### src/logic/regFile.sv
`timescale 1ns/1ns
`default_nettype none

module regFile (
  input  logic        gclk,
  input  logic        grst,
  input  logic [4:0]  rdAddrA,
  input  logic [4:0]  rdAddrB,
  input  logic        wrEn,
  input  logic [4:0]  wrAddr,
  input  logic [31:0] wrData,
  output logic [31:0] rdDataA,
  output logic [31:0] rdDataB
);

  logic [31:0] regs [32];

  always_ff @(posedge gclk) begin
    if (grst) begin
      for (int i = 0; i < 32; i++)
        regs[i] <= 32'd0;
    end else if (wrEn && (wrAddr != 5'd0)) begin
      regs[wrAddr] <= wrData;
    end
  end

  // Write-through so decode sees the value retiring this cycle
  always_comb begin
    if (rdAddrA == 5'd0)
      rdDataA = 32'd0;
    else if (wrEn && (wrAddr == rdAddrA))
      rdDataA = wrData;
    else
      rdDataA = regs[rdAddrA];

    if (rdAddrB == 5'd0)
      rdDataB = 32'd0;
    else if (wrEn && (wrAddr == rdAddrB))
      rdDataB = wrData;
    else
      rdDataB = regs[rdAddrB];
  end

endmodule

`default_nettype wire

### config.mk
export PLATFORM = sky130hd
export DESIGN_NAME = regFile
export DESIGN_NICKNAME = d
export VERILOG_FILES = /design/src/logic/regFile.sv
export SDC_FILE = /design/constraint.sdc
export NUM_CORES = 2
export LEC_CHECK = 0
export BUFFER_PORTS_ARGS = -buffer_cell sky130_fd_sc_hd__buf_2
export CAP_MARGIN = 20
export CELL_PAD_IN_SITES_DETAIL_PLACEMENT = 1
export CELL_PAD_IN_SITES_GLOBAL_PLACEMENT = 2
export CORE_UTILIZATION = 50
export CTS_BUF_LIST = sky130_fd_sc_hd__clkbuf_16
export CTS_CLUSTER_DIAMETER = 200
export DETAILED_ROUTE_END_ITERATION = 8
export MAX_ROUTING_LAYER = met4
export PLACE_DENSITY = 0.88
export SYNTH_ARGS = -nofsm -noshare
export SYNTH_HDL_FRONTEND = slang
export SYNTH_SLANG_ARGS = --single-unit
### constraint.sdc
create_clock -name gclk -period 3.47 [get_ports gclk]
set_input_delay 0.5205 -clock gclk [delete_from_list [all_inputs] [get_ports gclk]]
set_output_delay 0.5205 -clock gclk [all_outputs]
set_load 0.01 [all_outputs]
==> flow_summary.yaml <==
logic_synthesis:
  avgSynthCellArea_um2: 14.5
  synthTopCellsByCount: "edfxtp_1 (1024), and2_1 (994), mux4_2 (375)"
  synth_top_area_share_pct: 55.8
  yosys_most_used_dff: "edfxtp_1"
  yosysSeqAreaShare_pct: 55.8
  synth_top_family_by_area: "multiplexers"
  yosys_warnings: 0
  syn_area_um2: 55100
  synth_compound_area_share_pct: 6.03
  synthAdderAreaFrac_pct: 0
  synth_seq_cells: 1024
  synthMuxAreaShare_pct: 21.5
  synth.distinct_cells: 52
  syn_inst: 3802
  synth_area_leader_cell: "edfxtp_1"
  synthSimpleGateAreaFrac_pct: 13.0
  synth_area_leaders: "edfxtp_1 (56%), mux4_2 (15%), and2_1 (11%)"
  synth_edf_count: 1024
  ys_async_sr_fraction_pct: 0
  synth_xor_area_share_pct: 0.159
  yosysMostFrequentCell: "edfxtp_1"
die:
  die_h_um: 334
  die_w_um: 334
  die_area_um2: 111000
  io_pins: 114
  core_um2: 109000
  rows: 121
  start_util_pct: 50.5
worst_setup_path:
  worstPathRequired_ns: 2.95
  critPathKind: "in -> out"
  cp-start-kind: "input pin"
  critPathSlowestCell: "a221o_1"
  crit_chain: "buf_2 -> clkinvlp_4 -> nor2_2 -> buf_4 -> a22oi_1 -> buf_4 -> a21oi_1 -> a221o_1 -> buf_2"
  cp_max_fo: 8
  slowest_delay_ns: 0.39
  cp-end-kind: "output pin"
  worst_ep_arrival_time_ns: 2.94
global_route:
  globalRouteOverflowTotal: 0
  antenna_found_initial: 30
  grt_pass1_wl_mm: 311
  grt_util_all_layers_pct: 41.4
  grt_max_degree: 46
  grt_pass1_vias: 40300
timing:
  period_share_pct: 99.7
  hold_violations: 0
  worst_slew_pin_slew_ns: 0.997
  fmax_mhz: 289
  setup_violations: 0
  post-route-min-period_ns: 3.46
  slew_violations: 0
  fin_tns_setup_ns: 0
  grt_setup_unrepaired: "false"
  relSlewSlack_pct: 33.6
status:
  status: "complete, no violations"
clock_network:
  cts-buffers-inserted: 111
  clkTransAtPathRegs_ns: 0.06
  clk_path_buf_depth: 3
  htreeDepth: 3
  cts_tree: "built"
  ctsHoldBuffers: 0
  cts.sinks: 1024
  cts_root_buf: "clkbuf_16"
layout:
  largest_reg_flops: 1024
  reg_top3: "regs: 1024 flops"
  final_area_um2: 62600
  synthToLayoutAreaGrowth_pct: 13.8
  regMostFlops: "regs"
  fin_nets: 3982
  drive_above_1_share_pct: 25.2
placement:
  gp_congestion: 0.933
  place_area_um2: 59100
  dp_hpwl_mm: 136
  port_buffers: 113
min_path:
  min_path_cells: 2
  worstHoldStart: "wrData[18]"
  hp-class: "in -> reg"
  hold_path_end: "regs[23][18]"
route:
  via_count: 39900
  vias_per_cell: 7.30
  drc: 0
  final_antenna_net_count: 0
  post_drt_wl_per_cell_um: 40.9
  drtIter0Drc: 6672
  dr.pass1.iters: 8
  drt-total-wl_mm: 224
power:
  leakage_nw: 22.5
  vdd_drop_max_mv: 0.454
  p_per_area_nw_per_um2: 488
run:
  max_cap_viol_count: 0
[worst max-delay path: cells and delay by family]
kind | cells | cell delay, ns
simple gates | 1 | 0.25
buf+inv | 5 | 1.31
compound gates | 3 | 0.81
[per-layer routing]
layer | track usage (%) | up-vias | routed length [um]
met5 | - | - | 0
li1 | - | 14900 | -
met1 | 51.7 | 20600 | 77500
met4 | 24.0 | 0 | 14000
met2 | 60.3 | 3540 | 100000
met3 | 11.9 | 884 | 32000
[metrics by stage]
step	util [%]	power (mW)	setup slack [ns]	std cells	hold WS [ns]
detailed placement	54.2	19.0	0.0969	5231	0.933
CTS	57.4	30.4	0.0960	5432	0.177
floorplan	-	17.0	0.849	3833	0.719
global route	57.4	31.1	0.0724	5458	0.189
global placement	54.2	18.8	0.139	5231	0.928
finish	57.5	30.5	0.00931	5464	0.200
[repair_timing]
item | CTS | global route
buffers inserted | 0 | 2
setup endpoints to repair | 0 | 3
gates resized for setup | 0 | 2
[worst max path at each step]
| stage | start | to | slack (ns) | depth (start not counted) |
|---|---|---|---|---|
| 5_1_grt | rdAddrB[4] | rdDataB[14] | 0.07 | 9 |
| 3_5_place_dp | rdAddrB[0] | rdDataB[18] | 0.1 | 10 |
| 2_1_floorplan | rdAddrA[1] | rdDataA[30] | 0.85 | 7 |
| 3_3_place_gp | rdAddrB[4] | rdDataB[14] | 0.14 | 9 |
| 6_report | rdAddrB[4] | rdDataB[14] | 0.009 | 9 |
| 4_1_cts | rdAddrB[4] | rdDataB[14] | 0.1 | 9 |
[power breakdown]
part	switching, mW	total, mW	internal, mW
clock network	5.13	11.6	6.49
logic	2.58	4.23	1.65
registers	0.393	14.7	14.3
[cells in the final DEF (no fill, tap or decap), types with 33 or more instances in the layout]
master     instances
edfxtp_1        1024
and2_1           994
mux4_2           375
mux2i_1          330
buf_4            209
clkbuf_16        114
a22oi_1          107
buf_2            104
buf_12            82
a21oi_1           64
nand2_1           64
o21ai_1           50
o221ai_1          38
o22ai_1           37
nor2_4            34
or2_2             33
[cell type report]
cell class                      instances  area [um^2]
Sequential cell                      1024        30700
Fill cell                           10200        46400
Antenna cell                           30         75.1
Clock inverter                         87          609
Timing Repair Buffer                  399         3780
Clock buffer                          114         2850
Tap cell                             1414         1770
Inverter                                2         11.3
Multi-Input combinational cell       2394        22800
[kinds of logic (layout without fill, tap and decap cells)]
logic type | count (synthesis) | after routing
AO/OA/AOI/OAI | 457 | 457
XOR/XNOR | 10 | 10
buffers and inverters | 415 | 602
flip-flops | 1024 | 1024
multiplexers | 711 | 711
other | 1 | 62
AND/OR/NAND/NOR | 1184 | 1184
Power figures use the tool's default switching activity.
