File: src/logic/coreTypes.sv
`default_nettype none

package coreTypes;

  // Opcodes, bit 3 set marks the immediate form
  localparam logic [5:0] OP_ADD   = 6'o00;
  localparam logic [5:0] OP_RSUB  = 6'o01;
  localparam logic [5:0] OP_MUL   = 6'o20;
  localparam logic [5:0] OP_ADDI  = 6'o10;
  localparam logic [5:0] OP_RSUBI = 6'o11;
  localparam logic [5:0] OP_MULI  = 6'o30;
  localparam logic [5:0] OP_OR    = 6'o40;
  localparam logic [5:0] OP_AND   = 6'o41;
  localparam logic [5:0] OP_XOR   = 6'o42;
  localparam logic [5:0] OP_ORI   = 6'o50;
  localparam logic [5:0] OP_ANDI  = 6'o51;
  localparam logic [5:0] OP_XORI  = 6'o52;
  localparam logic [5:0] OP_SFT   = 6'o44;  // alt[0] high for logical
  localparam logic [5:0] OP_LW    = 6'o62;
  localparam logic [5:0] OP_LWI   = 6'o72;
  localparam logic [5:0] OP_SW    = 6'o66;
  localparam logic [5:0] OP_SWI   = 6'o76;

  // Operand mux selects
  localparam logic [1:0] SEL_REG = 2'o0;
  localparam logic [1:0] SEL_FWD = 2'o1;  // Value now in writeback
  localparam logic [1:0] SEL_WB  = 2'o2;  // Value retired last cycle
  localparam logic [1:0] SEL_IMM = 2'o3;

  // ALU result selects
  localparam logic [2:0] ALU_ADD  = 3'o0;
  localparam logic [2:0] ALU_LOG  = 3'o1;
  localparam logic [2:0] ALU_SFT  = 3'o2;
  localparam logic [2:0] ALU_PASS = 3'o3;
  localparam logic [2:0] ALU_MUL  = 3'o4;

  // Logic function, straight from opcode bits 1:0
  localparam logic [1:0] LOG_OR  = 2'd0;
  localparam logic [1:0] LOG_AND = 2'd1;
  localparam logic [1:0] LOG_XOR = 2'd2;

  localparam int DMEM_WORDS = 64;
  localparam int DMEM_AW    = 6;   // Word address, byte address bits 7:2

  typedef struct packed {
    logic [5:0]  opc;
    logic [4:0]  rd;
    logic [4:0]  ra;
    logic [4:0]  rb;
    logic [10:0] alt;
  } insnA;

  typedef struct packed {
    logic [5:0]  opc;
    logic [4:0]  rd;
    logic [4:0]  ra;
    logic [15:0] imm;
  } insnB;

  // Same word seen as register form or immediate form
  typedef union packed {
    insnA a;
    insnB b;
  } insnWord;

endpackage

`default_nettype wire

File: src/logic/dataMem.sv
`timescale 1ns/1ns
`default_nettype none

module dataMem (
  input  logic                          gclk,
  input  logic [coreTypes::DMEM_AW-1:0] memAddr,
  input  logic [31:0]                   memWrData,
  input  logic                          memWrEn,
  output logic [31:0]                   memRdData
);
  import coreTypes::*;

  logic [31:0] mem [DMEM_WORDS];

  // Store in execute, the load one cycle later reads the updated word
  always_ff @(posedge gclk) begin
    if (memWrEn)
      mem[memAddr] <= memWrData;
  end

  // Registered read, data lines up with the writeback stage
  always_ff @(posedge gclk) begin
    memRdData <= mem[memAddr];
  end

endmodule

`default_nettype wire

File: config.mk
export PLATFORM = sky130hd
export DESIGN_NAME = dataMem
export DESIGN_NICKNAME = d
export VERILOG_FILES = /design/src/logic/coreTypes.sv /design/src/logic/dataMem.sv
export SDC_FILE = /design/constraint.sdc
export NUM_CORES = 2
export LEC_CHECK = 0
export BUFFER_PORTS_ARGS = -buffer_cell sky130_fd_sc_hd__buf_2
export CAP_MARGIN = 20
export CORE_UTILIZATION = 45
export CTS_CLUSTER_SIZE = 25
export DETAILED_ROUTE_END_ITERATION = 8
export PLACE_DENSITY = 0.69
export SLEW_MARGIN = 20
export SYNTH_ARGS = -nofsm -noshare
export SYNTH_HDL_FRONTEND = slang
export SYNTH_SLANG_ARGS = --single-unit
File: constraint.sdc
create_clock -name gclk -period 4.38 [get_ports gclk]
set_input_delay 1.095 -clock gclk [delete_from_list [all_inputs] [get_ports gclk]]
set_output_delay 1.095 -clock gclk [all_outputs]
set_load 0.1 [all_outputs]
==> flow_summary_export.csv <==
group,metric,value,unit
floorplanning,die_area,0.177,mm2
drt,routed_wirelength,210000,um
synthesis,syn-cell-area,0.0789,mm2
placement,dp.cells,6668,
layout,multi_input_area,0.0161,mm2
layout,fillCellCount,13400,
synthesis,async_flop_share,0,%
setup_path,worstReg2RegStart,"mem[21][27]",
drt,drtIter0Drc,6058,
floorplanning,start_util,45.4,%
cts,postCtsSetupBuffers,0,
job,drv_cap,0,
cts,htreeDepth,4,
drt,route.detailed.drc,0,
synthesis,yosysSeqAreaShare,78.7,%
cts,clock_sinks,2080,
power_and_ir_drop,leakagePower,29.4,nW
sta,finClkSkew,0.0328,ns
cts,cts-buffers-inserted,196,
setup_path,cp_slowest_cell,"or4b_1",
drt,postRouteAntennaNets,0,
sta,tightest_slew,1.12,ns
sta,fin_tns_setup,0,ns
global_route,track_usage,23.7,%
sta,max_slew_margin,25.1,%
cts,clkTransAtPathRegs,0.06,ns
placement,gp_congestion,0.870,
sta,slew_viol_final,0,
power_and_ir_drop,power-per-cell-area,451,mW/mm2
setup_path,crit_chain,"buf_8, buf_4, inv_8, buf_12, o22ai_1, o21ai_0, or4b_1, or4_1",
min_path,hold_depth,3,
sta,finalHoldViolCount,0,
sta,hold_ws,0.624,ns
floorplanning,die_w,421,um
sta,timing.final.crit_share,76.5,%
synthesis,synth_cells,4239,
setup_path,cp-end-kind,"register",
cts,clockBufferDepth,3,
power_and_ir_drop,power.total,0.0410,W
cts,post_cts_resized,0,
sta,fmax,299,MHz
synthesis,ys_types,56,
layout,regArea,0.0621,mm2
setup_path,criticalPathCategory,"input port to register",
drt,first_pass_iters,9,
floorplanning,die_y,421,um
layout,drive_gt1_share,21.4,%
setup_path,crit_arrival,4.05,ns
layout,area_growth,15.2,%
placement,dp_hpwl,126000,um
layout,nets,4584,
floorplanning,core,0.174,mm2
placement,placed_area,0.0847,mm2
sta,finalSetupViolCount,0,
global_route,grt_max_degree,66,
setup_path,startpoint_type,"input port",
global_route,grt_pass1_wl,303000,um
drt,wl_per_cell,29.9,um
sta,fin_crit,3.35,ns
cts,cts_tree,"yes",
run_status,status,"completed",
cts,clock_latency,0.84,ns
floorplanning,io_pins,72,
setup_path,r2r_slack,1.68,ns
drt,vias,43800,
setup_path,ff2ff_path_depth,5,
layout,final_area,0.0909,mm2
setup_path,r2r-end,"memRdData[27]",
min_path,hold_class,"register to register",
global_route,grt_antenna_before_repair,8,
synthesis,ys_seq_elements,2080,
synthesis,avgSynthCellArea,18.6,um2
synthesis,synth_edf_count,2048,
placement,port_buffers,71,
cts,cts_hold_buffers,0,
sta,rsz0062_at_grt,"false",
drt,vias_per_cell,6.24,
floorplanning,rows,153,
setup_path,max_stage_delay,0.62,ns
power_and_ir_drop,peakVddDrop,0.000496,V
layout,stdcell_count,7031,
synthesis,synth_flop_cell,"edfxtp_1",
min_path,min_to,"memRdData[21]",
setup_path,cp_max_fo,58,
synthesis,synthesis.nets,4279,
global_route,overflow,0,
cts,cts-root-buf,"clkbuf_16",
layout,mostFrequentLayoutCells,"2048 x edfxtp_1, 285 x buf_4, 259 x mux2i_1, 196 x clkbuf_16, 188 x a22oi_1",
layout,mostFrequentLayoutCell,"edfxtp_1",
min_path,hold_start,"mem[32][21]",
setup_path,crit_required,5.08,ns
global_route,grt_pass1_vias,42900,
synthesis,ys_warn_count,0,
-- power by group --
group | internal (W) | leakage, nW | total (W) | switching (W)
Sequential | 0.0220 | 18.7 | 0.0221 | 0.0000936
Combinational | 0.000736 | 7.74 | 0.00253 | 0.00179
Clock | 0.00893 | 2.99 | 0.0163 | 0.00739
Total | 0.0317 | 29.4 | 0.0410 | 0.00927
-- synth_stat cells, types with 66 or more instances --
cell / number / share of area [%]
a21oi_1: 121 / 0.77
a22o_1: 66 / 0.73
buf_2: 83 / 0.53
a22oi_1: 188 / 1.8
edfxtp_1: 2048 / 78
mux4_2: 96 / 2.7
mux2i_1: 259 / 3.3
nor2_1: 145 / 0.69
o22a_1: 70 / 0.78
o21ai_0: 84 / 0.53
a221oi_1: 175 / 1.9
clkbuf_1: 168 / 0.80
mux2_2: 147 / 2.1
o22ai_1: 93 / 0.74
and3_1: 85 / 0.67
-- critical path, delay by kind of cell --
family | cells | cell delay (ns)
buffers and inverters | 4 | 1.17
AND/OR/NAND/NOR | 2 | 1.17
AO/OA/AOI/OAI | 2 | 0.50
-- logic make-up after synthesis --
| group | after synthesis | synth area share (%) |
|---|---|---|
| flops | 2080 | 78.7 |
| buf+inv | 300 | 1.68 |
| mux | 502 | 8.12 |
| compound gates | 933 | 8.66 |
| simple gates | 424 | 2.81 |
-- stage by stage --
step	setup slack (ns)	utilization [%]
after global routing	1.04	52.2
after global placement	0.257	48.6
final	1.03	52.2
after detailed placement	0.221	48.7
after CTS	1.10	52.2
after floorplan	0.0463	-
-- worst max-delay path by stage --
stage	start	endpoint	slack, ns	cells after the start
global placement	memAddr[0]	memRdData[3]	0.26	7
floorplan	memAddr[2]	mem[15][0]	0.05	8
detailed placement	memAddr[0]	memRdData[3]	0.22	7
CTS	memAddr[0]	memRdData[3]	1.10	7
global route	memAddr[1]	memRdData[3]	1.04	8
finish	memAddr[1]	memRdData[3]	1.03	8
-- area by class of cell --
cell class / instances / area share (%)
clock buffers: 271 / 5.83
well taps: 2325 / 3.20
clock inverters: 88 / 0.952
flip-flops and latches: 2080 / 68.4
repair buffers: 405 / 3.99
multi-input cells: 1859 / 17.7
inverters: 2 / 0.0165
diodes: 1 / 0.00275
-- sequential cells by signal, summed over array words and instances (netlist names) --
name       cells
mem         2048
memRdData     32
-- metal layers --
layer | GRT usage, % | up-vias | share of wire [%]
li1 | - | 18300 | -
met1 | 32.4 | 22600 | 39
met2 | 37.9 | 2545 | 48
met3 | 4.39 | 403 | 9.6
met4 | 9.00 | 8 | 3.9
met5 | 0 | - | 0.025
(Power assumes the default switching activity.)
