File: config.mk
export PLATFORM = sky130hd
export DESIGN_NAME = execUnit
export DESIGN_NICKNAME = d
export VERILOG_FILES = /design/src/logic/coreTypes.sv /design/src/logic/execUnit.sv
export SDC_FILE = /design/constraint.sdc
export NUM_CORES = 2
export LEC_CHECK = 0
export BUFFER_PORTS_ARGS = -buffer_cell sky130_fd_sc_hd__buf_2
export CAP_MARGIN = 20
export CELL_PAD_IN_SITES_DETAIL_PLACEMENT = 0
export CELL_PAD_IN_SITES_GLOBAL_PLACEMENT = 1
export CORE_ASPECT_RATIO = 1.5
export CORE_UTILIZATION = 54
export DETAILED_ROUTE_END_ITERATION = 12
export PLACE_DENSITY_LB_ADDON = 0.12
export SLEW_MARGIN = 0
export SYNTH_ARGS = -nofsm -noshare
export SYNTH_HDL_FRONTEND = slang
export SYNTH_SLANG_ARGS = --single-unit
File: constraint.sdc
create_clock -name gclk -period 22.5 [get_ports gclk]
set_clock_uncertainty 0.15 [all_clocks]
set_input_delay 2.25 -clock gclk [delete_from_list [all_inputs] [get_ports gclk]]
set_output_delay 2.25 -clock gclk [all_outputs]
set_load 0.01 [all_outputs]
File: src/logic/coreTypes.sv
`default_nettype none

package coreTypes;

  // Opcodes, bit 3 set marks the immediate form
  localparam logic [5:0] OP_ADD   = 6'o00;
  localparam logic [5:0] OP_RSUB  = 6'o01;
  localparam logic [5:0] OP_MUL   = 6'o20;
  localparam logic [5:0] OP_ADDI  = 6'o10;
  localparam logic [5:0] OP_RSUBI = 6'o11;
  localparam logic [5:0] OP_MULI  = 6'o30;
  localparam logic [5:0] OP_OR    = 6'o40;
  localparam logic [5:0] OP_AND   = 6'o41;
  localparam logic [5:0] OP_XOR   = 6'o42;
  localparam logic [5:0] OP_ORI   = 6'o50;
  localparam logic [5:0] OP_ANDI  = 6'o51;
  localparam logic [5:0] OP_XORI  = 6'o52;
  localparam logic [5:0] OP_SFT   = 6'o44;  // alt[0] high for logical
  localparam logic [5:0] OP_LW    = 6'o62;
  localparam logic [5:0] OP_LWI   = 6'o72;
  localparam logic [5:0] OP_SW    = 6'o66;
  localparam logic [5:0] OP_SWI   = 6'o76;

  // Operand mux selects
  localparam logic [1:0] SEL_REG = 2'o0;
  localparam logic [1:0] SEL_FWD = 2'o1;  // Value now in writeback
  localparam logic [1:0] SEL_WB  = 2'o2;  // Value retired last cycle
  localparam logic [1:0] SEL_IMM = 2'o3;

  // ALU result selects
  localparam logic [2:0] ALU_ADD  = 3'o0;
  localparam logic [2:0] ALU_LOG  = 3'o1;
  localparam logic [2:0] ALU_SFT  = 3'o2;
  localparam logic [2:0] ALU_PASS = 3'o3;
  localparam logic [2:0] ALU_MUL  = 3'o4;

  // Logic function, straight from opcode bits 1:0
  localparam logic [1:0] LOG_OR  = 2'd0;
  localparam logic [1:0] LOG_AND = 2'd1;
  localparam logic [1:0] LOG_XOR = 2'd2;

  localparam int DMEM_WORDS = 64;
  localparam int DMEM_AW    = 6;   // Word address, byte address bits 7:2

  typedef struct packed {
    logic [5:0]  opc;
    logic [4:0]  rd;
    logic [4:0]  ra;
    logic [4:0]  rb;
    logic [10:0] alt;
  } insnA;

  typedef struct packed {
    logic [5:0]  opc;
    logic [4:0]  rd;
    logic [4:0]  ra;
    logic [15:0] imm;
  } insnB;

  // Same word seen as register form or immediate form
  typedef union packed {
    insnA a;
    insnB b;
  } insnWord;

endpackage

`default_nettype wire

File: src/logic/execUnit.sv
`timescale 1ns/1ns
`default_nettype none

module execUnit (
  input  logic                          gclk,
  input  logic                          grst,
  input  logic [31:0]                   rdDataA,
  input  logic [31:0]                   rdDataB,
  input  logic [1:0]                    srcSel,
  input  logic [1:0]                    tgtSel,
  input  logic [1:0]                    altSel,
  input  logic [2:0]                    aluSel,
  input  logic [1:0]                    logFn,
  input  logic                          sftLogic,
  input  logic [31:0]                   immExt,
  input  logic                          memWe,
  input  logic                          memRe,
  input  logic                          mulHold,
  input  logic [31:0]                   memRdData,
  output logic [coreTypes::DMEM_AW-1:0] memAddr,
  output logic [31:0]                   memWrData,
  output logic                          memWrEn,
  output logic [31:0]                   wbValue
);
  import coreTypes::*;

  logic [1:0]  xSrcSel;
  logic [1:0]  xTgtSel;
  logic [1:0]  xAltSel;
  logic [2:0]  xAluSel;
  logic [1:0]  xLogFn;
  logic        xSftLogic;
  logic        xMemWe;
  logic        xMemRe;
  logic        wbLoad;     // Writeback takes the memory output
  logic [31:0] xDataA;
  logic [31:0] xDataB;
  logic [31:0] xImm;
  logic [31:0] mulA;
  logic [31:0] mulB;
  logic [31:0] result;
  logic [31:0] lastWb;
  logic [31:0] opA;
  logic [31:0] opB;
  logic [31:0] sumOut;
  logic [31:0] logOut;
  logic [31:0] aluOut;
  logic [31:0] effAddr;

  always_comb begin
    case (xSrcSel)
      SEL_FWD: opA = wbValue;
      SEL_WB:  opA = lastWb;
      SEL_IMM: opA = xImm;
      default: opA = xDataA;
    endcase
    case (xTgtSel)
      SEL_FWD: opB = wbValue;
      SEL_WB:  opB = lastWb;
      SEL_IMM: opB = xImm;
      default: opB = xDataB;
    endcase
    case (xAltSel)
      SEL_FWD: memWrData = wbValue;
      SEL_WB:  memWrData = lastWb;
      default: memWrData = xDataB;   // Port B carried rd
    endcase
  end

  assign sumOut  = xLogFn[0] ? (opB - opA) : (opB + opA);  // rsub is rb - ra
  assign effAddr = opA + opB;
  assign memAddr = effAddr[DMEM_AW+1:2];
  assign memWrEn = xMemWe;

  always_comb begin
    case (xLogFn)
      LOG_AND: logOut = opA & opB;
      LOG_XOR: logOut = opA ^ opB;
      LOG_OR:  logOut = opA | opB;
      default: logOut = opA | opB;
    endcase
    case (xAluSel)
      ALU_ADD:  aluOut = sumOut;
      ALU_LOG:  aluOut = logOut;
      ALU_SFT:  aluOut = {shiftFill(xSftLogic, opA[31]), opA[31:1]};
      ALU_MUL:  aluOut = mulA * mulB;  // Low word of the product
      ALU_PASS: aluOut = opB;
      default:  aluOut = 32'd0;
    endcase
  end

  // Fill bit for the one-bit right shift
  function automatic logic shiftFill(input logic logical, input logic sign);
    return logical ? 1'b0 : sign;
  endfunction

  always_ff @(posedge gclk) begin
    if (grst) begin
      xSrcSel   <= SEL_REG;
      xTgtSel   <= SEL_REG;
      xAltSel   <= SEL_REG;
      xAluSel   <= ALU_PASS;
      xLogFn    <= LOG_OR;
      xSftLogic <= 1'b0;
      xMemWe    <= 1'b0;
      xMemRe    <= 1'b0;
      wbLoad    <= 1'b0;
    end else begin
      if (!mulHold) begin      // Execute holds the multiply for its second cycle
        xSrcSel   <= srcSel;
        xTgtSel   <= tgtSel;
        xAltSel   <= altSel;
        xAluSel   <= aluSel;
        xLogFn    <= logFn;
        xSftLogic <= sftLogic;
        xMemWe    <= memWe;
        xMemRe    <= memRe;
      end
      wbLoad <= xMemRe & ~mulHold;
    end
  end

  always_ff @(posedge gclk) begin
    if (!mulHold) begin
      xDataA <= rdDataA;
      xDataB <= rdDataB;
      xImm   <= immExt;
      result <= aluOut;
    end else begin
      mulA <= opA;            // Forwarded values would be gone next cycle
      mulB <= opB;
    end
    lastWb <= wbValue;
  end

  assign wbValue = wbLoad ? memRdData : result;

endmodule

`default_nettype wire

==> report_table.html <==
<table>
<tr><th>Metric</th><th>Value</th></tr>
<tr><th colspan="2">Timing</th></tr>
<tr><td>Slew HR</td><td>0.253</td></tr>
<tr><td>F_max</td><td>122 MHz</td></tr>
<tr><td>Final setup violation count</td><td>0</td></tr>
<tr><td>Hold Vio Cnt, Final</td><td>0</td></tr>
<tr><td>Portion of the clock cycle consumed by the worst path in the final layout</td><td>0.364</td></tr>
<tr><td>Post-route setup TNS</td><td>0 ps</td></tr>
<tr><td>Number of max-slew violations in the final report</td><td>0</td></tr>
<tr><td>Time the worst path needs with I/O delays and setup</td><td>8180 ps</td></tr>
<tr><td>Worst slew pin tran</td><td>1120 ps</td></tr>
<tr><td>Unrepaired setup endpoints after global routing</td><td>no</td></tr>
<tr><th colspan="2">Clock network</th></tr>
<tr><td>Gates resized, CTS repair</td><td>0</td></tr>
<tr><td>Clock-pin slew of the registers on the worst-case setup and hold paths</td><td>70 ps</td></tr>
<tr><td>CTS buffer count</td><td>24</td></tr>
<tr><td>CTS tree</td><td>yes</td></tr>
<tr><td>H-tree levels</td><td>1</td></tr>
<tr><td>Number of post-CTS setup repair buffers</td><td>0</td></tr>
<tr><td>Max clock buf depth</td><td>3</td></tr>
<tr><td>Root buffer cell</td><td>clkbuf_16</td></tr>
<tr><td>TritonCTS Sinks</td><td>239</td></tr>
<tr><td>Worst-skew pair later-pin latency</td><td>570 ps</td></tr>
<tr><td>Hold_buf cts</td><td>0</td></tr>
<tr><th colspan="2">Cells and area</th></tr>
<tr><td>Fraction of layout cells with a size suffix above 1</td><td>0.137</td></tr>
<tr><td>Synthesis-to-layout area growth</td><td>7.77%</td></tr>
<tr><td>Util after Layout</td><td>0.590</td></tr>
<tr><td>Final instance area</td><td>33,000 um^2</td></tr>
<tr><td>Net count of the finished layout</td><td>3,919</td></tr>
<tr><th colspan="2">Yosys</th></tr>
<tr><td>Post-synthesis adder-cell area fraction</td><td>0.358</td></tr>
<tr><td>Post-synthesis compound-gate area fraction</td><td>0.104</td></tr>
<tr><td>Number of unique standard cell types used by synthesis</td><td>91</td></tr>
<tr><td>Leading cell types by count after synthesis</td><td>inv_1 (473), fa_1 (410), and2_1 (315), nand2_1 (309), ha_1 (222)</td></tr>
<tr><td>Yosys reg bits</td><td>239</td></tr>
<tr><td>Most used flip-flop cell after synthesis</td><td>edfxtp_1</td></tr>
<tr><td>Avg Inst Size Synth</td><td>10.0 um^2</td></tr>
<tr><td>Synthesized instance count</td><td>3,052</td></tr>
<tr><td>Post-synthesis cell area</td><td>30,700 um^2</td></tr>
<tr><td>Async SR Flop Fraction</td><td>0</td></tr>
<tr><td>Dominant cells by area after synthesis</td><td>fa_1 (27%), edfxtp_1 (19%), ha_1 (9.1%)</td></tr>
<tr><td>Multiplexer share of the synthesized area</td><td>0.0703</td></tr>
<tr><td>Post-Synth Simple-Gate Area</td><td>0.133</td></tr>
<tr><td>Top-area cell type share of the netlist area</td><td>0.268</td></tr>
<tr><td>Total nets after synthesis</td><td>3,829</td></tr>
<tr><td>Share of the synthesized netlist area taken by xor and xnor gates</td><td>0.0346</td></tr>
<tr><td>Synth area leader</td><td>fa_1</td></tr>
<tr><td>Count leader, synth</td><td>inv_1</td></tr>
<tr><td>Yosys warns</td><td>0</td></tr>
<tr><td>Main combinational cell family by area after synthesis</td><td>adder cells</td></tr>
<tr><td>Number of enable-type register cells in the synthesized netlist</td><td>192</td></tr>
<tr><td>Share of synthesized area occupied by flip-flops and latches</td><td>0.219</td></tr>
<tr><th colspan="2">Setup path</th></tr>
<tr><td>Arr. time, crit path</td><td>8320 ps</td></tr>
<tr><td>CP Class</td><td>reg2reg</td></tr>
<tr><td>Reg2Reg Launch Point</td><td>mulB[2]</td></tr>
<tr><td>Slack of the worst reg-to-reg path</td><td>14,320 ps</td></tr>
<tr><td>Critical path endpoint category</td><td>flop</td></tr>
<tr><td>Reg2reg end</td><td>result[29]</td></tr>
<tr><td>Data required time of the worst path</td><td>22,640 ps</td></tr>
<tr><td>R2r worst-path depth</td><td>22</td></tr>
<tr><td>Type of element launching the critical path</td><td>flop</td></tr>
<tr><td>Critical path peak fanout</td><td>30</td></tr>
<tr><th colspan="2">Drt</th></tr>
<tr><td>Starting DRC count in detailed routing</td><td>1,255</td></tr>
<tr><td>Final wirelength</td><td>94,100 um</td></tr>
<tr><td>Final antenna-violating net count</td><td>0</td></tr>
<tr><td>First drt pass iteration count</td><td>7</td></tr>
<tr><td>Via-per-instance ratio</td><td>5.88</td></tr>
<tr><td>Post-DR wirelength/cell</td><td>24.0 um</td></tr>
<tr><td>DRC violation count after routing</td><td>0</td></tr>
<tr><td>Via Count</td><td>23.0k</td></tr>
<tr><th colspan="2">Run</th></tr>
<tr><td>Max-cap check violation count</td><td>0</td></tr>
<tr><th colspan="2">Floorplanning</th></tr>
<tr><td>Horizontal extent of the die</td><td>197 um</td></tr>
<tr><td>Effective utilization at floorplan</td><td>0.548</td></tr>
<tr><td>Top-level I/O count</td><td>216</td></tr>
<tr><td>Die area</td><td>57,800 um^2</td></tr>
<tr><td>Core Rows</td><td>106</td></tr>
<tr><td>Die height</td><td>294 um</td></tr>
<tr><td>Floorplan core area</td><td>56,000 um^2</td></tr>
<tr><th colspan="2">Min path</th></tr>
<tr><td>Hold Path End</td><td>wbLoad</td></tr>
<tr><td>Hold path cells</td><td>1</td></tr>
<tr><td>Hold path startpoint</td><td>xMemRe</td></tr>
<tr><td>Worst min-delay path class</td><td>reg2reg</td></tr>
<tr><th colspan="2">Global routing</th></tr>
<tr><td>Antenna violations before repair</td><td>3</td></tr>
<tr><td>GRT Resource Usage Total</td><td>0.337</td></tr>
<tr><td>Global-route congestion overflow total</td><td>0</td></tr>
<tr><td>Pin count of the biggest net entering global routing</td><td>75</td></tr>
<tr><td>Vias in the first global route</td><td>24.8k</td></tr>
<tr><td>Wire length of the first global-routing pass</td><td>146,000 um</td></tr>
<tr><th colspan="2">Place</th></tr>
<tr><td>Routability congestion estimate</td><td>0.942</td></tr>
<tr><td>Post-DP HPWL</td><td>73,800 um</td></tr>
<tr><td>Post-Place Cell Area</td><td>32,200 um^2</td></tr>
<tr><td>Number of port buffers</td><td>215</td></tr>
<tr><th colspan="2">Outcome</th></tr>
<tr><td>Status</td><td>complete, no violations</td></tr>
</table>
-- cell families after synthesis --
logic type	count (synthesis)
flops	239
xor+xnor	121
fa+ha+maj	632
mux	131
simple gates	814
buf+inv	657
compound gates	458
-- registers in the layout, summed over array words and instances (netlist names) --
name,cells
wbLoad,1
memWrEn,1
xSrcSel,2
xMemRe,1
xDataB,32
xAluSel,3
xImm,32
xAltSel,2
xDataA,32
mulA,32
xLogFn,2
result,32
xSftLogic,1
xTgtSel,2
mulB,32
lastWb,32
-- worst max-delay path by stage --
| stage | from | to | slack, ps | cells past startpoint |
|---|---|---|---|---|
| 2_1_floorplan | mulA[12] | result[29] | 15120 | 24 |
| 3_3_place_gp | mulB[2] | result[29] | 14440 | 22 |
| 3_5_place_dp | mulB[2] | result[29] | 14290 | 22 |
| 4_1_cts | mulB[2] | result[29] | 14280 | 22 |
| 5_1_grt | mulA[7] | result[28] | 14020 | 24 |
| 6_report | mulB[2] | result[29] | 14320 | 22 |
-- placed cells by master (no fill, tap or decap), types with 12 or more instances in the layout --
cell type and instances:
nor2_1 102, fa_1 410, buf_2 214, nand2b_1 16
nand2_1 309, xor2_1 27, mux2_2 44, o22ai_1 13
nor3_1 15, a22oi_1 39, o21ai_0 97, o21a_1 13
mux2i_1 24, and2_1 315, inv_1 472, a21o_1 29
mux4_2 63, a21oi_1 108, a31oi_1 12, ha_1 220
a211oi_1 18, dfxtp_1 42, xnor2_1 94, edfxtp_1 192
a221oi_1 34, clkbuf_16 25, buf_4 28
-- layout make-up --
| cell class | instances | area, um^2 |
|---|---|---|
| fillers | 4983 | 22900 |
| multi-input cells | 2156 | 21400 |
| flip-flops and latches | 239 | 6710 |
| inverters | 475 | 1790 |
| repair buffers | 246 | 1370 |
| well taps | 756 | 946 |
| clock buffers | 30 | 664 |
| clock inverters | 14 | 113 |
| diodes | 1 | 2.50 |
-- metal layers --
metal  routed length [um]  track usage  up-vias  part of all wire
li1                     -            -    10200                 -
met1                36000        0.413    11700              0.38
met2                49000        0.606      925              0.52
met3                 5010       0.0283      208             0.053
met4                 4040        0.141        0             0.043
met5                    0            0        -                 0
-- per-stage QoR --
| stage | cells | hold WS (ps) | setup slack [ps] |
|---|---|---|---|
| after floorplan | 3052 | 303 | 15120 |
| after global placement | 3868 | 313 | 14440 |
| after detailed placement | 3870 | 327 | 14290 |
| after CTS | 3914 | 335 | 14280 |
| after global routing | 3917 | 347 | 14020 |
| final | 3917 | 333 | 14320 |
-- critical path, cell delays in order (launching register included) --
cell and delay [ps]:
edfxtp_1 790, and2_1 370, fa_1 540, inv_1 50
fa_1 500, fa_1 450, fa_1 540, inv_1 50
fa_1 500, inv_1 50, fa_1 540, inv_1 60
fa_1 490, fa_1 460, ha_1 400, a21oi_1 200
nor4b_1 430, o31ai_2 220, a221o_1 410, nand4_1 140
nand2_1 70, xor2_1 160, a221o_1 350
Power is left out: the tool's default activity adds up to more than one toggle a clock period on the data nets, which glitch-free logic cannot reach.
