===== src/logic/coreTypes.sv =====
`default_nettype none

package coreTypes;

  // Opcodes, bit 3 set marks the immediate form
  localparam logic [5:0] OP_ADD   = 6'o00;
  localparam logic [5:0] OP_RSUB  = 6'o01;
  localparam logic [5:0] OP_MUL   = 6'o20;
  localparam logic [5:0] OP_ADDI  = 6'o10;
  localparam logic [5:0] OP_RSUBI = 6'o11;
  localparam logic [5:0] OP_MULI  = 6'o30;
  localparam logic [5:0] OP_OR    = 6'o40;
  localparam logic [5:0] OP_AND   = 6'o41;
  localparam logic [5:0] OP_XOR   = 6'o42;
  localparam logic [5:0] OP_ORI   = 6'o50;
  localparam logic [5:0] OP_ANDI  = 6'o51;
  localparam logic [5:0] OP_XORI  = 6'o52;
  localparam logic [5:0] OP_SFT   = 6'o44;  // alt[0] high for logical
  localparam logic [5:0] OP_LW    = 6'o62;
  localparam logic [5:0] OP_LWI   = 6'o72;
  localparam logic [5:0] OP_SW    = 6'o66;
  localparam logic [5:0] OP_SWI   = 6'o76;

  // Operand mux selects
  localparam logic [1:0] SEL_REG = 2'o0;
  localparam logic [1:0] SEL_FWD = 2'o1;  // Value now in writeback
  localparam logic [1:0] SEL_WB  = 2'o2;  // Value retired last cycle
  localparam logic [1:0] SEL_IMM = 2'o3;

  // ALU result selects
  localparam logic [2:0] ALU_ADD  = 3'o0;
  localparam logic [2:0] ALU_LOG  = 3'o1;
  localparam logic [2:0] ALU_SFT  = 3'o2;
  localparam logic [2:0] ALU_PASS = 3'o3;
  localparam logic [2:0] ALU_MUL  = 3'o4;

  // Logic function, straight from opcode bits 1:0
  localparam logic [1:0] LOG_OR  = 2'd0;
  localparam logic [1:0] LOG_AND = 2'd1;
  localparam logic [1:0] LOG_XOR = 2'd2;

  localparam int DMEM_WORDS = 64;
  localparam int DMEM_AW    = 6;   // Word address, byte address bits 7:2

  typedef struct packed {
    logic [5:0]  opc;
    logic [4:0]  rd;
    logic [4:0]  ra;
    logic [4:0]  rb;
    logic [10:0] alt;
  } insnA;

  typedef struct packed {
    logic [5:0]  opc;
    logic [4:0]  rd;
    logic [4:0]  ra;
    logic [15:0] imm;
  } insnB;

  // Same word seen as register form or immediate form
  typedef union packed {
    insnA a;
    insnB b;
  } insnWord;

endpackage

`default_nettype wire


===== src/logic/pipeCtrl.sv =====
`timescale 1ns/1ns
`default_nettype none

module pipeCtrl (
  input  logic               gclk,
  input  logic               grst,
  input  logic               insnValid,
  input  coreTypes::insnWord insnData,
  output logic               insnReady,
  output logic [4:0]         rdAddrA,
  output logic [4:0]         rdAddrB,
  output logic [1:0]         srcSel,
  output logic [1:0]         tgtSel,
  output logic [1:0]         altSel,
  output logic [2:0]         aluSel,
  output logic [1:0]         logFn,
  output logic               sftLogic,
  output logic [31:0]        immExt,
  output logic               memWe,
  output logic               memRe,
  output logic               mulHold,
  output logic               wrEn,
  output logic [4:0]         wrAddr
);
  import coreTypes::*;

  insnWord     dInsn;    // Instruction sitting in decode
  logic        dValid;
  logic [5:0]  opc;
  logic [4:0]  rd;
  logic [4:0]  ra;
  logic [4:0]  rb;
  logic [15:0] imm;
  logic        known;
  logic        isMul;
  logic        isLoad;
  logic        isStore;
  logic        dWrite;
  logic        xWe;      // Execute stage destination
  logic [4:0]  xRd;
  logic        wWe;      // Writeback stage destination
  logic [4:0]  wRd;

  // Youngest producer wins, r0 never matches since its enables are dropped
  function automatic logic [1:0] fwdSel(input logic [4:0] r);
    if (xWe && (xRd == r))
      return SEL_FWD;
    else if (wWe && (wRd == r))
      return SEL_WB;
    else
      return SEL_REG;
  endfunction

  assign opc = dInsn.a.opc;
  assign rd  = dInsn.a.rd;
  assign ra  = dInsn.a.ra;
  assign rb  = dInsn.a.rb;
  assign imm = dInsn.b.imm;

  always_comb begin
    known   = 1'b1;
    isMul   = 1'b0;
    isLoad  = 1'b0;
    isStore = 1'b0;
    aluSel  = ALU_PASS;
    case (opc)
      OP_ADD, OP_RSUB, OP_ADDI, OP_RSUBI: aluSel = ALU_ADD;
      OP_OR, OP_AND, OP_XOR, OP_ORI, OP_ANDI, OP_XORI: aluSel = ALU_LOG;
      OP_SFT: aluSel = ALU_SFT;
      OP_MUL, OP_MULI: begin
        aluSel = ALU_MUL;
        isMul  = 1'b1;
      end
      OP_LW, OP_LWI: isLoad = 1'b1;
      OP_SW, OP_SWI: isStore = 1'b1;
      default: known = 1'b0;  // Treated as a no-op
    endcase
  end

  // Stores read rd on port B, so a register-form store addresses by ra alone
  assign rdAddrA = ra;
  assign rdAddrB = isStore ? rd : rb;

  assign srcSel = fwdSel(ra);
  assign tgtSel = (opc[3] || isStore) ? SEL_IMM : fwdSel(rb);
  assign altSel = isStore ? fwdSel(rd) : SEL_REG;

  assign logFn    = opc[1:0];       // Bit 0 also picks rsub over add
  assign sftLogic = dInsn.a.alt[0];
  assign immExt   = opc[3] ? {{16{imm[15]}}, imm} : 32'd0;

  assign memWe  = dValid & isStore;
  assign memRe  = dValid & isLoad;
  assign dWrite = dValid & known & ~isStore & (rd != 5'd0);

  // No issue while a multiply is in decode, leaves a bubble behind it
  assign insnReady = ~(dValid & isMul);

  always_ff @(posedge gclk) begin
    if (insnValid && insnReady)
      dInsn <= insnData;
  end

  always_ff @(posedge gclk) begin
    if (grst) begin
      dValid  <= 1'b0;
      mulHold <= 1'b0;
      xWe     <= 1'b0;
      xRd     <= 5'd0;
      wWe     <= 1'b0;
      wRd     <= 5'd0;
    end else begin
      dValid  <= insnValid & insnReady;
      mulHold <= dValid & isMul;    // First execute cycle of a multiply
      if (!mulHold) begin
        xWe <= dWrite;
        xRd <= rd;
      end
      wWe <= xWe & ~mulHold;        // Bubble into writeback during the hold
      wRd <= xRd;
    end
  end

  assign wrEn   = wWe;
  assign wrAddr = wRd;

endmodule

`default_nettype wire


===== config.mk =====
export PLATFORM = sky130hd
export DESIGN_NAME = pipeCtrl
export DESIGN_NICKNAME = d
export VERILOG_FILES = /design/src/logic/coreTypes.sv /design/src/logic/pipeCtrl.sv
export SDC_FILE = /design/constraint.sdc
export NUM_CORES = 1
export LEC_CHECK = 0
export BUFFER_PORTS_ARGS = -buffer_cell sky130_fd_sc_hd__buf_2
export CORE_UTILIZATION = 47
export CTS_CLUSTER_SIZE = 8
export DETAILED_ROUTE_END_ITERATION = 10
export PLACE_DENSITY = 0.82
export SKIP_LAST_GASP = 1
export SYNTH_ARGS = -nofsm -noshare
export SYNTH_HDL_FRONTEND = slang
export SYNTH_SLANG_ARGS = --single-unit
export TNS_END_PERCENT = 1

===== constraint.sdc =====
create_clock -name gclk -period 2 [get_ports gclk]
set_input_delay 0.2 -clock gclk [delete_from_list [all_inputs] [get_ports gclk]]
set_output_delay 0.2 -clock gclk [all_outputs]
set_load 0.02 [all_outputs]

==> run metrics, run 1 <==
outcome=finished, final reports clean; GRT Resource Usage Total=between 15 and 20%; drt initial violations=99; slew margin rel.=between 70 and 80%; detailed-route via count=1654; Synth warnings=0; mean post-synth cell area=11.9 um2; Initial Util=48.9%; number of detailed-route iterations in the first pass=4; Critical R2R Launch=dInsn[27]$_DFFE_PP_; max-cap violations=0; core area=~4700 um2; chip height=72.1 um; H-tree depth=2; Critical Path AT=1760 ps; maximum vdd drop=~450 uV; Layout Skew=between 6 and 7 ps; TritonCTS Buffers=5; kind of critical path=register to output pin; Worst Setup Start Kind=register; Setup TNS Final=0 ps; Reg power frac=49.5%; synthesized area=2310 um2; DPL Wire Length=3.44 mm; final core utilization=61.2%; Mapped Cells=a little under 200; met1 WL=2.06 mm; Max Slew Vio Count=0; Die Span X=approximately 72 um; placer's final routability congestion estimate=0.883; WL/cell=13.6 um; Clock Power Share=between 30 and 40%; post-route minimum period=1960 ps; Slew @ Worst Pin=449 ps; post-synthesis register bit count=46; Worst path max stage delay=between 400 and 500 ps; worst hold path class=input port to register; CP Cell Sequence=xor2_1, nor4_2, nand3_1, and4_1, buf_6; top layer in use=met4; Final setup violation count=0; hold_ws=just over 70 ps; TritonCTS clock tree=done; sw frac=23.7%; met2 wire len=2.30 mm; Pint=1.74 mW; Leak=roughly 1.3 nW; number of synthesized flops with an enable pin=32; hold_buf cts=0; Fin. Hold Viols=0; period utilisation layout=97.9%; Max clock buf depth=2; Syn Nets=229; layout cells sized above 1=45.5%; Setup crit end kind=output pin; largest net degree at the start of global routing=34; Site Rows=25; Post-synth top flop=edfxtp_1; worst skew pair latency=300 ps; Final ANT Viol Nets=0; DRC viols=0; vias per inst=roughly 4.8; initial antenna violation count=0; Total Wirelength=roughly 4.7 mm; Worst EP required=1800 ps; I/O Pins=99; clk slew on worst S/H paths=90 ps; WL met3=302 um; GRT overflow=0; pwr/cell area=789 nW/um2; Worst Path Max Fanout=5; Yosys cell types=36; Worst Hold Launch=insnData[17]; synthesis-to-finish area growth=25.2%; net switching power=~0.54 mW; Antenna Cells=0; logic gate share of total power=13.7%; CP startpoint=dInsn[22]$_DFFE_PP_; first-pass GRT wire length=6.90 mm; clock sinks=46; achievable frequency=approximately 510 MHz; IO Port Bufs=a little under 100; # nets final=313; post-synthesis sequential area ratio=53.8%; vias in the first global route=1523; asr flop ratio synth=0%; Die Area=5200 um2; RSZ-0062 raised after global routing=true; CP max-delay cell=edfxtp_1; clk root buf=clkbuf_8
[cells in the final DEF (no fill, tap or decap)]
master     netlist  layout
o32ai_1          1       1
and2_4           1       1
and3_1           2       2
xor2_1          20      20
nand4_1          2       2
nand2_1          3       3
nor3_1           3       3
nand4_4          1       1
edfxtp_1        32      32
nor2_1          14      14
bufinv_16        0       2
nand2b_1         2       2
a211oi_1         2       2
nor4_2           0       2
clkbuf_8         0       6
xnor2_1         10      10
o22ai_1          1       1
and4_1           1       1
and2_2           1       1
buf_6            2       1
dfxtp_1         14      14
and2b_2          1       1
mux2i_1          5       5
a31oi_1          1       1
or2b_1           1       1
inv_1            3       3
nand3_1          5       5
nor4_4           1       1
and2_1          18      18
nor2b_4          1       1
o21bai_1         1       1
buf_2            0      97
a21oi_1          1       1
nor2b_1          5       5
mux2_2           5       5
o21ai_0          2       2
buf_4           24       8
nor4_1           5       3
[cell type report]
| cell class | instances | area, um2 |
|---|---|---|
| clock buffer | 6 | 82.6 |
| tap | 67 | 83.8 |
| sequential | 46 | 1240 |
| fill | 384 | 1830 |
| timing repair buffer | 106 | 557 |
| clock inverter | 2 | 60.1 |
| inverter | 3 | 11.3 |
| multi-input combinational | 116 | 855 |
[power by group through the flow]
stage                     clock network [mW]  logic, mW  registers [mW]
after floorplan                            0      0.227            1.14
final                                  0.839      0.313            1.13
after global routing                   0.880      0.338            1.14
after detailed placement                   0      0.295            1.15
after global placement                     0      0.290            1.15
after CTS                              0.854      0.300            1.13
[cell usage after synthesis, drive strengths merged (5+ instances only)]
| cell | instances | area share [%] |
|---|---|---|
| nand3 | 5 | 1.1 |
| edfxtp | 32 | 42 |
| nor2b | 6 | 2.0 |
| buf | 27 | 8.9 |
| and2 | 20 | 5.6 |
| mux2 | 5 | 2.4 |
| xor2 | 20 | 7.6 |
| xnor2 | 10 | 3.8 |
| nor2 | 14 | 2.3 |
| dfxtp | 14 | 12 |
| nor4 | 6 | 2.3 |
| mux2i | 5 | 2.2 |
[repair_timing]
item	4_1_cts	5_1_grt
endpoints found under the setup margin	2	9
gates resized for setup	0	4
endpoints found under the hold margin	0	0
setup buffers	1	6
pin swaps	0	3
[critical path, delay by kind of cell, from the launching register on]
kind                   cells  cell delay [ps]
XOR/XNOR                   1              200
buffers and inverters      1              140
AND/OR/NAND/NOR            3              650
flip-flops                 1              470
[cells by family after synthesis]
| group | synth area share (%) |
|---|---|
| compound gates | 2.55 |
| xor+xnor | 11.4 |
| buf+inv | 9.76 |
| flops | 53.8 |
| mux | 4.61 |
| simple gates | 17.9 |
[stage by stage]
stage	std cells	power, mW	setup slack (ps)	cell area, um2
6_report	346	2.28	41.6	2890
5_1_grt	346	2.35	-67.6	2890
4_1_cts	340	2.28	35.7	2830
3_5_place_dp	331	1.45	273	2680
3_3_place_gp	331	1.44	288	2680
2_1_floorplan	194	1.37	308	2310
[worst paths after layout]
check / cells after the start / slack (ps) / endpoint
max: 5 / 40 / altSel[1]
min: 1 / 70 / dInsn[17]$_DFFE_PP_
max reg2reg: 4 / 250 / dValid$_SDFF_PP0_
min reg2reg: 2 / 520 / xWe$_SDFFE_PP0N_
[routing by layer]
layer | global-route usage, % | vias to the layer above
met1 | 20.5 | 766
met2 | 30.9 | 73
met5 | 0 | -
met4 | 7.19 | 0
met3 | 4.44 | 5
li1 | - | 810
[registers in the layout, summed over array words and instances, names as in the netlist]
signal	count
xRd	5
xWe	1
mulHold	1
dValid	1
wrEn	1
dInsn	32
wrAddr	5
Power figures use the tool's default switching activity.
==> run 2: changes to the inputs <==
==> constraint.sdc (replaced) <==
create_clock -name gclk -period 2 [get_ports gclk]
set_input_delay 0.6 -clock gclk [delete_from_list [all_inputs] [get_ports gclk]]
set_output_delay 0.6 -clock gclk [all_outputs]
set_load 0.02 [all_outputs]
==> run 2 against run 1 <==
Via count increased by 2.0%. The flow now finishes with violations (setup timing). First-iteration DRC count rose by 11%. Hold slack improved by 400 ps. Largest cell class unchanged. Maximum frequency is 15% lower. Count of clock-buffer cells in the layout did not move. Highest routed layer unchanged. Critical path type unchanged. Register-to-register slack better by 60 ps. Non-clock buffer count increased by 7. Setup slack lost 360 ps. Global-route usage grew 1.6 points.
==> run metrics, run 2 (synthesis results as in run 1) <==
Total Wirelength=4.78 mm; Setup crit end kind=output pin; synthesis-to-finish area growth=25.7%; sequential standard cell area=1240 um2; layout cells sized above 1=46.2%; Layout Skew=7.87 ps; largest net degree at the start of global routing=34; H-tree depth=2; Worst path max stage delay=450 ps; core area=between 4000 and 5000 um2; DP Worst Slack=approximately 17 ps; RSZ-0062 raised after global routing=true; Site Rows=25; period utilisation layout=116%; slew margin rel.=70.5%; chip height=72.1 um; TritonCTS clock tree=done; PnR Total Power=2.13 mW; drt initial violations=110; DPL Wire Length=3.58 mm; Critical Path AT=about 1700 ps; max reg flops=32; R2R Setup Slk=310 ps; Final ANT Viol Nets=0; Die Span X=72.1 um; GRT overflow=0; pwr/cell area=734 nW/um2; most frequent cells in the layout=96 x buf_2, 32 x edfxtp_1, 20 x xor2_1; Die Area=5200 um2; Antenna Cells=0; maximum vdd drop=422 uV; Top reg by flops=dInsn; first-pass GRT wire length=7.34 mm; hold_ws=469 ps; worst skew pair latency=300 ps; CP Cell Sequence=xor2_1, nor4_1, and3_1, nand2b_1, buf_4; achievable frequency=432 MHz; CP max-delay cell=edfxtp_1; commonest non-fill, non-tap cell in the layout=buf_2; Worst path top cell family by delay=simple AND/OR/NAND/NOR gates; number of detailed-route iterations in the first pass=4; Inst Count DP=between 300 and 400; # fillers=395; max-cap violations=0; Final setup violation count=16; placer's final routability congestion estimate=approximately 0.86; DRC viols=0; Slew @ Worst Pin=~440 ps; GRT Resource Usage Total=around a fifth; vias per inst=approximately 4.8; vias in the first global route=~1600; detailed-route via count=1687; Worst Path Max Fanout=4; area of the multi-input gates=848 um2; clk slew on worst S/H paths=around 90 ps; Fin. Hold Viols=0; WP buf/inv=1; Initial Util=between 40% and 50%; Max Slew Vio Count=0; setup slack after layout=-314 ps; TritonCTS Buffers=5; clock sinks=46; clk root buf=clkbuf_8; failing checks=setup timing; WL/cell=13.5 um; Worst Setup Start Kind=register; Max clock buf depth=2; fin cells=353; Worst EP required=1400 ps; Leak=1.31 nW; initial antenna violation count=0; I/O Pins=slightly below 100; outcome=finished, violations left; Setup TNS Final=-3040 ps; # nets final=320; post-route minimum period=2310 ps; IO Port Bufs=98; worst hold path class=input port to register; kind of critical path=register to output pin
## run 2: changes by cell type in the layout (fill, tap and decap cells not counted), sizes merged
cell / delta
clkinvlp: +1
bufinv: -1
buf: +7
## run 2: stage by stage
stage	util, %	instance area (um2)
after floorplan	-	2310
after global placement	58.6	2770
after detailed placement	58.6	2770
after CTS	61.2	2890
after global routing	61.5	2900
final	61.5	2900
## run 2: final timing paths
path / startpoint / endpoint / depth (start not counted)
hold reg to reg: dValid$_SDFF_PP0_ / xWe$_SDFFE_PP0N_ / 2
setup reg to reg: dInsn[31]$_DFFE_PP_ / dInsn[19]$_DFFE_PP_ / 4
hold / removal: insnData[21] / dInsn[21]$_DFFE_PP_ / 1
setup / recovery: dInsn[15]$_DFFE_PP_ / tgtSel[0] / 5
## run 2: power breakdown
group / internal (mW) / switching [mW] / leakage, nW
Combinational: 0.143 / 0.189 / 0.831
Sequential: 1.07 / 0.0456 / 0.428
Clock: 0.373 / 0.308 / 0.0514
## run 2: final cells by class
class	instances	share of cell area (%)
clock buffer	6	2.50
clock inverter	2	1.29
inverter	3	0.388
multi-input combinational	116	29.2
sequential	46	42.8
tap	67	2.89
timing repair buffer	113	20.9
## run 2: repair_timing
item	in CTS	in global routing
hold buffers	0	0
pin swaps	1	3
buffers inserted	2	0
setup endpoints to repair	16	34
resized for setup	0	3
## run 2: per-layer routing
layer  share of wire [%]  GRT usage [%]  vias up
li1                    -              -      824
met1                  44           23.6      781
met2                  48           30.7       76
met3                 7.1           6.39        6
met4                 1.6           8.50        0
met5                   0              0        -
==> run 3: changes to the inputs <==
Settings changed: CORE_UTILIZATION 47 to 49, CTS_BUF_LIST set to sky130_fd_sc_hd__clkbuf_2 sky130_fd_sc_hd__clkbuf_4 sky130_fd_sc_hd__clkbuf_8, PLACE_DENSITY 0.82 to 0.85.
==> run 3 against run 2 <==
The run ends with DRC, setup timing left. Via count up 3.3%. Sequential power about the same. Count of clock-buffer cells in the layout unchanged. Clock power down 11%. Critical endpoint unchanged. Largest cell class unchanged. Largest power group unchanged.
==> run metrics, run 3 (synthesis results as in run 1) <==
GRT overflow=0; failing checks=DRC, setup timing; kind of critical path=register to output pin; commonest non-fill, non-tap cell in the layout=buf_2; fin area=2950 um2; I/O Pins=99; synthesis-to-finish area growth=27.9%; # nets final=327; layout cells sized above 1=between 40% and 50%; worst skew pair latency=300 ps; Final setup violation count=33; DPL Wire Length=~3.6 mm; Slew @ Worst Pin=approximately 430 ps; number of detailed-route iterations in the first pass=7; Setup TNS Final=-4610 ps; Critical R2R Capture=dInsn[25]$_DFFE_PP_; Final ANT Viol Nets=0; achievable frequency=about 430 MHz; Antenna Cells=0; IO Port Bufs=98; clock sinks=46; max-cap violations=0; WL/cell=14.4 um; DRC viols=18; slew margin rel.=71.2%; Setup crit end=tgtSel[0]; largest net degree at the start of global routing=34; post-route minimum period=2310 ps; Total Wirelength=~5 mm; Area after DPL=~2800 um2; Worst Setup Start Kind=register; setup slack after layout=-306 ps; Top reg by flops=dInsn; H-tree depth=2; initial antenna violation count=0; chip height=70.6 um; Die Area=between 4000 and 5000 um2; Max Slew Vio Count=0; max reg flops=32; RSZ-0062 raised after global routing=true; Critical R2R Launch=dInsn[27]$_DFFE_PP_; detailed-route via count=~1700; worst hold path class=input port to register; worst r2r path cells=3; vias per inst=roughly 5.1; R2R Setup Slk=330 ps; first-pass GRT wire length=7.67 mm; clk root buf=clkbuf_8; Worst EP required=1400 ps; TritonCTS clock tree=done; Worst Path Max Fanout=3; Critical Path AT=1710 ps; Fin. Hold Viols=0; pwr/cell area=702 nW/um2; GRT Resource Usage Total=just over 20%; most frequent cells in the layout=95 x buf_2, 32 x edfxtp_1, 22 x buf_4; drt initial violations=131; maximum vdd drop=around 510 uV; clk slew on worst S/H paths=90 ps; CP startpoint=dInsn[15]$_DFFE_PP_; Site Rows=24; placer's final routability congestion estimate=0.845; outcome=finished, violations left; Die Span X=70.6 um; TritonCTS Buffers=5; core area=4440 um2; Max clock buf depth=2; Initial Util=roughly half; Leak=1.35 nW; period utilisation layout=115%; Layout Skew=between 7 and 8 ps; vias in the first global route=between 1500 and 2000; Setup crit end kind=output pin
[run 3: cell type report]
| type | count | area (um2) |
|---|---|---|
| fillers | 354 | 1490 |
| flip-flops and latches | 46 | 1240 |
| multi-input cells | 117 | 873 |
| repair buffers | 119 | 663 |
| clock buffers | 6 | 82.6 |
| well taps | 52 | 65.1 |
| clock inverters | 2 | 15.0 |
| inverters | 3 | 11.3 |
[run 3: timing repair]
| action | CTS | global route |
|---|---|---|
| gates cloned | 1 | 0 |
| pin swaps | 6 | 0 |
| hold buffers | 0 | 0 |
| buffers inserted | 7 | 0 |
| gates resized for setup | 7 | 3 |
| endpoints found under the setup margin | 23 | 34 |
[run 3: power breakdown]
group          total [mW]  switching, mW  internal [mW]
combinational       0.350          0.197          0.153
sequential           1.12         0.0456           1.07
clock               0.605          0.319          0.286
total                2.07          0.562           1.51
[run 3: how the worst min path moves through the flow]
stage,startpoint,endpoint,slack [ps],cells after the start
6_report,insnData[19],dInsn[19]$_DFFE_PP_,470,1
5_1_grt,insnData[19],dInsn[19]$_DFFE_PP_,450,1
4_1_cts,insnData[19],dInsn[19]$_DFFE_PP_,460,1
3_5_place_dp,dValid$_SDFF_PP0_,xWe$_SDFFE_PP0N_,500,2
3_3_place_gp,dValid$_SDFF_PP0_,xWe$_SDFFE_PP0N_,510,2
2_1_floorplan,dValid$_SDFF_PP0_,xWe$_SDFFE_PP0N_,470,2
[run 3: critical path, cell delays in order, from the launching register on]
cell and delay (ps):
edfxtp_1 450, xor2_1 170, nor4_1 290, and3_1 240, nand2b_4 140, buf_6 110
[run 3: through the flow]
step	power, mW	util (%)	hold slack, ps	worst slack (ps)	std cells
global route	2.15	66.4	450	-339	345
detailed placement	1.47	62.0	503	9.13	329
global placement	1.46	62.0	508	26.7	329
CTS	2.08	66.2	461	-249	345
floorplan	1.37	-	474	56.7	194
finish	2.07	66.4	467	-306	345
[run 3: per-layer routing]
layer | vias to the layer above | track usage, % | share of wire, %
met1 | 790 | 26.3 | 44
met3 | 18 | 4.70 | 6.9
li1 | 845 | - | -
met5 | - | 0 | 0
met4 | 0 | 9.11 | 2.9
met2 | 90 | 33.1 | 47
